==> config.mk <==
export PLATFORM = sky130hd
export DESIGN_NAME = cache_control_flat
export DESIGN_NICKNAME = d
export VERILOG_FILES = /design/src/hw/cache_pkg.sv /design/src/hw/lookup_if.sv /design/src/hw/cache_control.sv /design/src/flat_wrapper.sv
export SDC_FILE = /design/constraint.sdc
export NUM_CORES = 1
export LEC_CHECK = 0
export BUFFER_PORTS_ARGS = -buffer_cell sky130_fd_sc_hd__buf_2
export CAP_MARGIN = 40
export CORE_UTILIZATION = 29
export CTS_CLUSTER_SIZE = 25
export DETAILED_ROUTE_END_ITERATION = 16
export GPL_TIMING_DRIVEN = 0
export HOLD_SLACK_MARGIN = 0.08
export PLACE_DENSITY_LB_ADDON = 0.08
export SYNTH_ARGS = -nofsm -noshare
export SYNTH_HDL_FRONTEND = slang
export SYNTH_SLANG_ARGS = --single-unit
==> constraint.sdc <==
create_clock -name clk -period 2.3 [get_ports clk]
set_input_delay 0.46 -clock clk [delete_from_list [all_inputs] [get_ports clk]]
set_output_delay 0.46 -clock clk [all_outputs]
set_load 0.1 [all_outputs]
==> src/hw/cache_pkg.sv <==
// Geometry, address-field types and controller states shared by all cache RTL blocks

package cache_pkg;

    localparam int OFFSET_BITS   = 5;
    localparam int WORD_SEL_BITS = 3;
    localparam int INDEX_BITS    = 5;
    localparam int NUM_SETS      = 32;
    localparam int NUM_WAYS      = 4;

    typedef logic [31:0] addr_t;
    typedef logic [31:0] word_t;

    // Eight words per line
    typedef logic [(8 << OFFSET_BITS) - 1:0] line_t;

    // Address bits above index and offset
    typedef logic [31 - INDEX_BITS - OFFSET_BITS:0] tag_t;

    typedef logic [INDEX_BITS-1:0]       index_t;
    typedef logic [$clog2(NUM_WAYS)-1:0] way_t;

    // One tree node per pair plus the root
    typedef logic [2:0] plru_t;

    typedef enum logic [2:0] {
        idle,
        write_back,
        refill,
        write_hit,
        respond
    } ctrl_state_t;

endpackage

==> src/hw/lookup_if.sv <==
// Per-access commands and lookup results shared by the cache controller and its arrays
`timescale 1ns/10ps

interface lookup_if;
    import cache_pkg::*;

    // Commands from the controller
    way_t  way;
    logic  fill;
    logic  store;
    logic  touch;

    // Lookup results from the arrays
    logic  hit;
    way_t  hit_way;
    way_t  victim_way;
    logic  victim_dirty;
    tag_t  victim_tag;
    word_t rd_word;
    line_t victim_line;

    modport ctrl (
        output way, fill, store, touch,
        input  hit, victim_way, victim_dirty, victim_tag
    );

    modport array (
        input  way, fill, store, touch,
        output hit, hit_way, victim_way, victim_dirty, victim_tag,
        output rd_word, victim_line
    );

endinterface

==> src/hw/cache_control.sv <==
// Cache controller FSM sequencing hits, dirty write-back, line refill and write-miss completion
`timescale 1ns/10ps

module cache_control (
    input  logic             clk,
    input  logic             rst,
    input  logic             cpu_valid,
    input  logic             cpu_write,
    input  cache_pkg::addr_t cpu_addr,
    input  logic             mem_resp,
    lookup_if.ctrl           lk,
    output logic             cpu_ready,
    output logic             mem_read,
    output logic             mem_write,
    output cache_pkg::addr_t mem_addr
);
    import cache_pkg::*;

    ctrl_state_t state_q;
    ctrl_state_t next_state;
    way_t        way_q;
    index_t      set_index;
    addr_t       refill_addr;
    addr_t       evict_addr;

    assign set_index   = cpu_addr[OFFSET_BITS +: INDEX_BITS];
    assign refill_addr = {cpu_addr[31:OFFSET_BITS], {OFFSET_BITS{1'b0}}};
    assign evict_addr  = {lk.victim_tag, set_index, {OFFSET_BITS{1'b0}}};

    always_comb
    begin
        next_state = state_q;
        cpu_ready  = 1'b0;
        mem_read   = 1'b0;
        mem_write  = 1'b0;
        mem_addr   = refill_addr;
        lk.way     = way_q;
        lk.fill    = 1'b0;
        lk.store   = 1'b0;
        lk.touch   = 1'b0;

        case (state_q)
            idle:
            begin
                // Victim way equals the hit way on a hit
                lk.way = lk.victim_way;
                if (cpu_valid)
                begin
                    if (lk.hit)
                    begin
                        cpu_ready = 1'b1;
                        lk.store  = cpu_write;
                        lk.touch  = 1'b1;
                    end
                    else if (lk.victim_dirty)
                        next_state = write_back;
                    else
                        next_state = refill;
                end
            end

            write_back:
            begin
                mem_write = 1'b1;
                mem_addr  = evict_addr;
                if (mem_resp)
                    next_state = refill;
            end

            refill:
            begin
                mem_read = 1'b1;
                if (mem_resp)
                begin
                    lk.fill  = 1'b1;
                    lk.touch = 1'b1;
                    if (cpu_write)
                        next_state = write_hit;
                    else
                        next_state = respond;
                end
            end

            write_hit:
            begin
                lk.store   = 1'b1;
                next_state = respond;
            end

            respond:
            begin
                cpu_ready  = 1'b1;
                next_state = idle;
            end

            default:
                next_state = idle;
        endcase
    end

    always_ff @(posedge clk)
    begin
        if (rst)
        begin
            state_q <= idle;
            way_q   <= '0;
        end
        else
        begin
            state_q <= next_state;
            // Working way is fixed for the whole miss sequence
            if (state_q == idle && cpu_valid && !lk.hit)
                way_q <= lk.victim_way;
        end
    end

endmodule

==> src/flat_wrapper.sv <==
// flat-port wrapper written by rule: the top's interface ports become plain ports
module cache_control_flat import cache_pkg::*;
  (clk, rst, cpu_valid, cpu_write, cpu_addr, mem_resp, cpu_ready, mem_read, mem_write, mem_addr, lk_way, lk_fill, lk_store, lk_touch, lk_hit, lk_victim_way, lk_victim_dirty, lk_victim_tag);
  lookup_if lk_i ();
  input  logic clk;
  input  logic rst;
  input  logic cpu_valid;
  input  logic cpu_write;
  input  cache_pkg::addr_t cpu_addr;
  input  logic mem_resp;
  output logic cpu_ready;
  output logic mem_read;
  output logic mem_write;
  output cache_pkg::addr_t mem_addr;
  output wire logic [$bits(lk_i.way)-1:0] lk_way;
  output wire logic [$bits(lk_i.fill)-1:0] lk_fill;
  output wire logic [$bits(lk_i.store)-1:0] lk_store;
  output wire logic [$bits(lk_i.touch)-1:0] lk_touch;
  input wire logic [$bits(lk_i.hit)-1:0] lk_hit;
  input wire logic [$bits(lk_i.victim_way)-1:0] lk_victim_way;
  input wire logic [$bits(lk_i.victim_dirty)-1:0] lk_victim_dirty;
  input wire logic [$bits(lk_i.victim_tag)-1:0] lk_victim_tag;
  assign lk_way = lk_i.way;
  assign lk_fill = lk_i.fill;
  assign lk_store = lk_i.store;
  assign lk_touch = lk_i.touch;
  assign lk_i.hit = lk_hit;
  assign lk_i.victim_way = lk_victim_way;
  assign lk_i.victim_dirty = lk_victim_dirty;
  assign lk_i.victim_tag = lk_victim_tag;
  cache_control u_core (.clk(clk), .rst(rst), .cpu_valid(cpu_valid), .cpu_write(cpu_write), .cpu_addr(cpu_addr), .mem_resp(mem_resp), .lk(lk_i), .cpu_ready(cpu_ready), .mem_read(mem_read), .mem_write(mem_write), .mem_addr(mem_addr));
endmodule
==> out/summary.txt, run 1 <==
Status - finished, final reports clean
# DRC - 0
Fraction of layout cells with a size suffix above 1 - 76.2%
Synthesized area - 702 sq um
NumNets Final - 245
Final hold slack - 0.479 ns
Startpoint of the lowest-slack hold path - rst
Clock skew - 0.00195 ns
Final critical delay including setup and external delays - 2.19 ns
Antenna violation net count after detailed routing - 0
Class of the most critical setup path - reg -> out
Fillcell total - 218
Core Area - 2250 sq um
Clk sinks - 5
Max-cap violations - 0
Worst reg-to-reg path cell count - 3
Final count of negative-setup-slack endpoints - 0
Initial antenna violation count - 0
Startpoint Class - flip-flop
Area used by multi-input combinational logic - 543 sq um
FF-to-FF setup slack - 0.89 ns
Final cell area excluding filler cells - 1340 sq um
Clock buffers created by TritonCTS - 3
Highest achievable clock rate - 0.457 GHz
Final RePlAce weighted congestion - 0.714
Via count of the first global-routing pass - 852
CP endpoint kind - output port
Power density relative to cell area - 775 nW/um^2
Crit path required time - 1.84 ns
Cts-stage hold buffer count - 0
Number of vias per cell after detailed routing - 4.62
Class of the most critical hold timing path - in -> reg
Overall routing resource usage - 16.5%
Number of synthesized flops with an enable pin - 0
Routed wire length - 2300 um
Hold-critical path endpoint - u_core.way_q[0]$_SDFFE_PP0P_
Commonest non-fill, non-tap cell in the layout - sky130_fd_sc_hd__buf_2
Layout-stage area growth over the synthesis result - 91.3%
Sequential element share of the synthesized area - 14.3%
Instance count along the most critical hold path - 2
Data arrival, critical path - 1.73 ns
Critical Path Fanout Max - 10
Cell at the root of the clock tree - sky130_fd_sc_hd__clkbuf_4
Final-report max-slew violation count - 0
Clock transition at the registers of the reported paths - 0.04 ns
Wirelength per Cell - 11.0 um
Unrepaired setup endpoints after global routing - no
Post-Synthesis Cells - 85
Avg Cell Area, Syn - 8.26 sq um
Ys async rst share - 0%
Flip-flop cell with the highest count after synthesis - sky130_fd_sc_hd__dfxtp_1
Io pins - 103
Total overflow reported by the global router - 0
Number of vias after detailed routing - 965
DPL Wire Length - 1850 um
Worst IR Drop VDD - 427 uV
Yosys cell types - 26
Core Rows - 17
Seq. cell area - 104 sq um
First-pass GRT wire length - 3360 um
H-Tree Depth - 1
Maximum root-to-sink buffer count - 2
Startpoint of the most critical register-to-register path - u_core.state_q[0]$_SDFFE_PP0P_
Leakage power total - 0.715 nW
Final period utilization - 95.1%
Most used cells in the layout excluding fill and tap cells - sky130_fd_sc_hd__buf_2, sky130_fd_sc_hd__buf_4, sky130_fd_sc_hd__mux2_2
First drt pass iteration count - 4
Die ar. - 2620 sq um
Die height - 51.2 um
Number of I/O port buffers - 87
Starting Density - 31.1%
Horizontal die dimension - 51.2 um
Ant diodes - 0
Later-pin clock latency in the skew report - 0.24 ns
Terminus of the critical flop-to-flop path - u_core.state_q[0]$_SDFFE_PP0P_
Placed cell areas - 1230 sq um
Drt initial violations - 7
Hold Violations, Final - 0
CTS tree - built
Synth Warn # - 0
Post-synthesis register bit count - 5
Maximum number of pins on one net before global-route repair - 11
-- where the power goes --
| part | total, W | internal, W | leakage (nW) | switching, W |
|---|---|---|---|---|
| sequential | 0.000104 | 0.0000957 | 0.0421 | 0.00000882 |
| combinational | 0.000838 | 0.000210 | 0.658 | 0.000628 |
| clock | 0.0000977 | 0.0000654 | 0.0150 | 0.0000323 |
| total | 0.00104 | 0.000371 | 0.715 | 0.000669 |
-- timing repair --
action	CTS	global route
gates resized for setup	19	13
setup buffers	1	0
endpoints found under the setup margin	23	25
gates cloned	0	1
pin swaps	1	1
-- worst max path at each step --
stage	from	endpoint	slack, ns	cells after the start
6_report	u_core.state_q[1]$_SDFFE_PP0P_	lk_way[1]	0.11	5
5_1_grt	u_core.state_q[1]$_SDFFE_PP0P_	lk_way[1]	0.007	5
4_1_cts	u_core.state_q[2]$_SDFFE_PP0P_	mem_addr[19]	0.01	5
3_5_place_dp	u_core.state_q[2]$_SDFFE_PP0P_	mem_addr[19]	-0.007	5
3_3_place_gp	u_core.state_q[2]$_SDFFE_PP0P_	mem_addr[21]	0.04	5
2_1_floorplan	u_core.state_q[0]$_SDFFE_PP0P_	lk_touch	-0.51	4
-- through the flow --
step / total power, W / util [%] / setup WS [ns] / cells / setup TNS, ns
6_report: 0.00104 / 59.5 / 0.112 / 209 / 0
3_3_place_gp: 0.000899 / 54.7 / 0.0362 / 204 / 0
3_5_place_dp: 0.000905 / 54.7 / -0.00686 / 204 / -0.00686
2_1_floorplan: 0.000788 / - / -0.515 / 89 / -0.526
5_1_grt: 0.00108 / 59.5 / 0.00742 / 209 / 0
4_1_cts: 0.00103 / 58.5 / 0.0130 / 209 / 0
-- state kept, by name, indices dropped and copies added (netlist names) --
signal / flops
u_core.way_q: 2
u_core.state_q: 3
-- final cells by class --
type,instances,area share [%]
Inverter,1,0.280
Buffer,14,9.13
Sequential cell,5,7.74
Clock buffer,4,1.96
Multi-Input combinational cell,68,40.4
Tap cell,28,2.61
Timing Repair Buffer,89,37.8
-- cell usage after synthesis (all sizes together), types with 2 or more instances --
cell type	count	area, sq um
a21oi	6	30.0
a221o	2	20.0
buf	13	95.1
clkbuf	2	7.51
dfxtp	5	100
mux2	22	248
nand2	10	37.5
nand3	2	10.0
nor2	3	11.3
nor3	2	10.0
nor3b	2	20.0
o21ai	3	15.0
or3	2	12.5
-- worst max-delay path, stage by stage, from the launching register on --
cell and delay [ns]:
sky130_fd_sc_hd__dfxtp_2 0.34, sky130_fd_sc_hd__buf_6 0.14, sky130_fd_sc_hd__nor3_1 0.42, sky130_fd_sc_hd__nand2_1 0.11
sky130_fd_sc_hd__nand2_1 0.07, sky130_fd_sc_hd__buf_2 0.41
-- cells by family (layout without fill, tap and decap cells) --
logic type | after synthesis | in the layout | share of synthesized area (%)
AO/OA/AOI/OAI | 13 | 13 | 12.7
flip-flops | 5 | 5 | 14.3
multiplexers | 23 | 23 | 36.7
AND/OR/NAND/NOR | 27 | 27 | 20.7
other | 1 | 5 | 0.534
buffers and inverters | 16 | 108 | 15.2
-- routing by layer --
layer / wire, um / track usage, % / part of all wire [%] / vias to the layer above
met3: 192 / 5.36 / 8.4 / 0
li1: - / - / - / 480
met4: 0 / 0 / 0 / 0
met1: 800 / 19.0 / 35 / 436
met2: 1310 / 30.9 / 57 / 49
met5: 0 / 0 / 0 / -
(Power assumes the default switching activity.)
==> inputs of run 2 (changes only) <==
--- a/config.mk
+++ b/config.mk
@@ -10,9 +10,9 @@
 export CORE_UTILIZATION = 29
 export CTS_CLUSTER_SIZE = 25
 export DETAILED_ROUTE_END_ITERATION = 16
-export GPL_TIMING_DRIVEN = 0
 export HOLD_SLACK_MARGIN = 0.08
 export PLACE_DENSITY_LB_ADDON = 0.08
+export SKIP_LAST_GASP = 1
 export SYNTH_ARGS = -nofsm -noshare
 export SYNTH_HDL_FRONTEND = slang
 export SYNTH_SLANG_ARGS = --single-unit
==> out/summary.txt, run 2 (synthesis results as in run 1) <==
Class of the most critical hold timing path - in -> reg
H-Tree Depth - 1
Highest achievable clock rate - 0.454 GHz
# DRC - 0
Clock buffers created by TritonCTS - 3
Relative contribution of combinational cells to total power - 77.9%
Non-filler cells in the finished layout - 190
Largest register FFs - 3
Core Area - 2250 sq um
Cell at the slowest stage of the critical path - sky130_fd_sc_hd__dfxtp_4
Wirelength per Cell - 11.2 um
Number of vias after detailed routing - 871
Die height - 51.2 um
Startpoint of the lowest-slack hold path - rst
First drt pass iteration count - 2
Final cell area excluding filler cells - 1200 sq um
Drt initial violations - 7
Io pins - 103
Status - finished, final reports clean
Clock transition at the registers of the reported paths - 0.04 ns
Unrepaired setup endpoints after global routing - no
CTS tree - built
Clock network fraction of design power - 10.2%
Horizontal die dimension - 51.2 um
Via count of the first global-routing pass - 759
Hold Violations, Final - 0
CP endpoint kind - output port
Switch Pwr - 0.000629 W
Final count of negative-setup-slack endpoints - 0
Maximum number of pins on one net before global-route repair - 15
Startpoint of the most critical register-to-register path - u_core.state_q[0]$_SDFFE_PP0P_
Max-cap violations - 0
Overall routing resource usage - 15.9%
Clk sinks - 5
Layout-stage area growth over the synthesis result - 70.6%
Largest registers - u_core.state_q x3, u_core.way_q x2
Total chip power - 0.000969 W
Starting Density - 31.1%
Crit path required time - 1.84 ns
Critical path launch point - u_core.state_q[0]$_SDFFE_PP0P_
Internal - 0.000340 W
Core Rows - 17
Class of the most critical setup path - reg -> out
Switching power as a share of total power - 65.0%
Cell at the root of the clock tree - sky130_fd_sc_hd__clkbuf_4
Antenna violation net count after detailed routing - 0
Post-placement cell count - 186
Final critical delay including setup and external delays - 2.20 ns
DPL Wire Length - 1760 um
Power density relative to cell area - 809 nW/um^2
Final-report max-slew violation count - 0
Placed cell areas - 1130 sq um
Later-pin clock latency in the skew report - 0.24 ns
Leakage power total - 0.620 nW
Final RePlAce weighted congestion - 0.713
Flop pwr share - 11.9%
Routed wire length - 2120 um
Final hold slack - 0.476 ns
Fraction of layout cells with a size suffix above 1 - 72.8%
Ant diodes - 0
Worst IR Drop VDD - 490 uV
Ordered list of cells on the worst path - nor3b_2 > buf_4 > mux2_2 > buf_2
Most used cells in the layout excluding fill and tap cells - sky130_fd_sc_hd__buf_2, sky130_fd_sc_hd__mux2_2, sky130_fd_sc_hd__buf_4
NumNets Final - 226
First-pass GRT wire length - 3210 um
Commonest non-fill, non-tap cell in the layout - sky130_fd_sc_hd__buf_2
Number of I/O port buffers - 82
Data arrival, critical path - 1.74 ns
Clock skew - 0.00378 ns
Total Negative Setup Slacks - 0 ns
Maximum root-to-sink buffer count - 2
Crit path buf inv count - 2
Total overflow reported by the global router - 0
Post-CTS repair timing setup buffer count - 0
Final period utilization - 95.8%
Startpoint Class - flip-flop
Critical Path Fanout Max - 13
Initial antenna violation count - 0
Crit-path leading delay family - buffers and inverters
Die ar. - 2620 sq um
Worst stage delay on the critical path - 0.43 ns
Number of vias per cell after detailed routing - 4.58
Top reg by flops - u_core.state_q
## run 2: cell types whose count changed in the layout (fill, tap and decap cells not counted), sizes merged
cell / previous run / this run
buf: 101 / 84
clkbuf: 6 / 4
## run 2: path summary, 6_finish.rpt
path	end	slack (ns)	depth (start not counted)
worst min register to register	u_core.way_q[1]$_SDFFE_PP0P_	0.48	2
worst min-delay path	u_core.way_q[1]$_SDFFE_PP0P_	0.48	2
worst max register to register	u_core.state_q[0]$_SDFFE_PP0P_	0.79	3
worst max-delay path	mem_addr[23]	0.1	4
## run 2: per-stage QoR
step	util, %	setup slack [ns]
after floorplan	-	-0.515
after global placement	50.3	0.252
after detailed placement	50.3	0.246
after CTS	53.0	0.00659
after global routing	53.1	0.00601
final	53.1	0.0972
## run 2: final cells by class
| type | instances | area, sq um |
|---|---|---|
| Multi-Input combinational cell | 68 | 537 |
| Inverter | 1 | 3.75 |
| Tap cell | 28 | 35.0 |
| Sequential cell | 5 | 105 |
| Fill cell | 233 | 1060 |
| Clock buffer | 4 | 26.3 |
| Timing Repair Buffer | 84 | 490 |
## run 2: layer usage
layer  track usage (%)  up-vias  part of all wire [%]
li1                  -      441                     -
met1              17.6      393                    38
met2              30.0       35                    56
met3              5.36        2                   5.8
met4             0.926        0                 0.094
met5                 0        -                     0
## run 2: what timing repair did
action | in CTS | in global routing
hold buffers | 0 | 0
setup endpoints to repair | 14 | 22
resized for setup | 14 | 1
pin swaps | 0 | 0
## run 2: power groups by stage
stage	sequential [W]	clock (W)	combinational [W]
finish	0.000115	0.0000992	0.000754
global route	0.000117	0.000119	0.000781
CTS	0.000115	0.000104	0.000757
detailed placement	0.000116	0	0.000738
global placement	0.000116	0	0.000734
floorplan	0.000102	0	0.000686
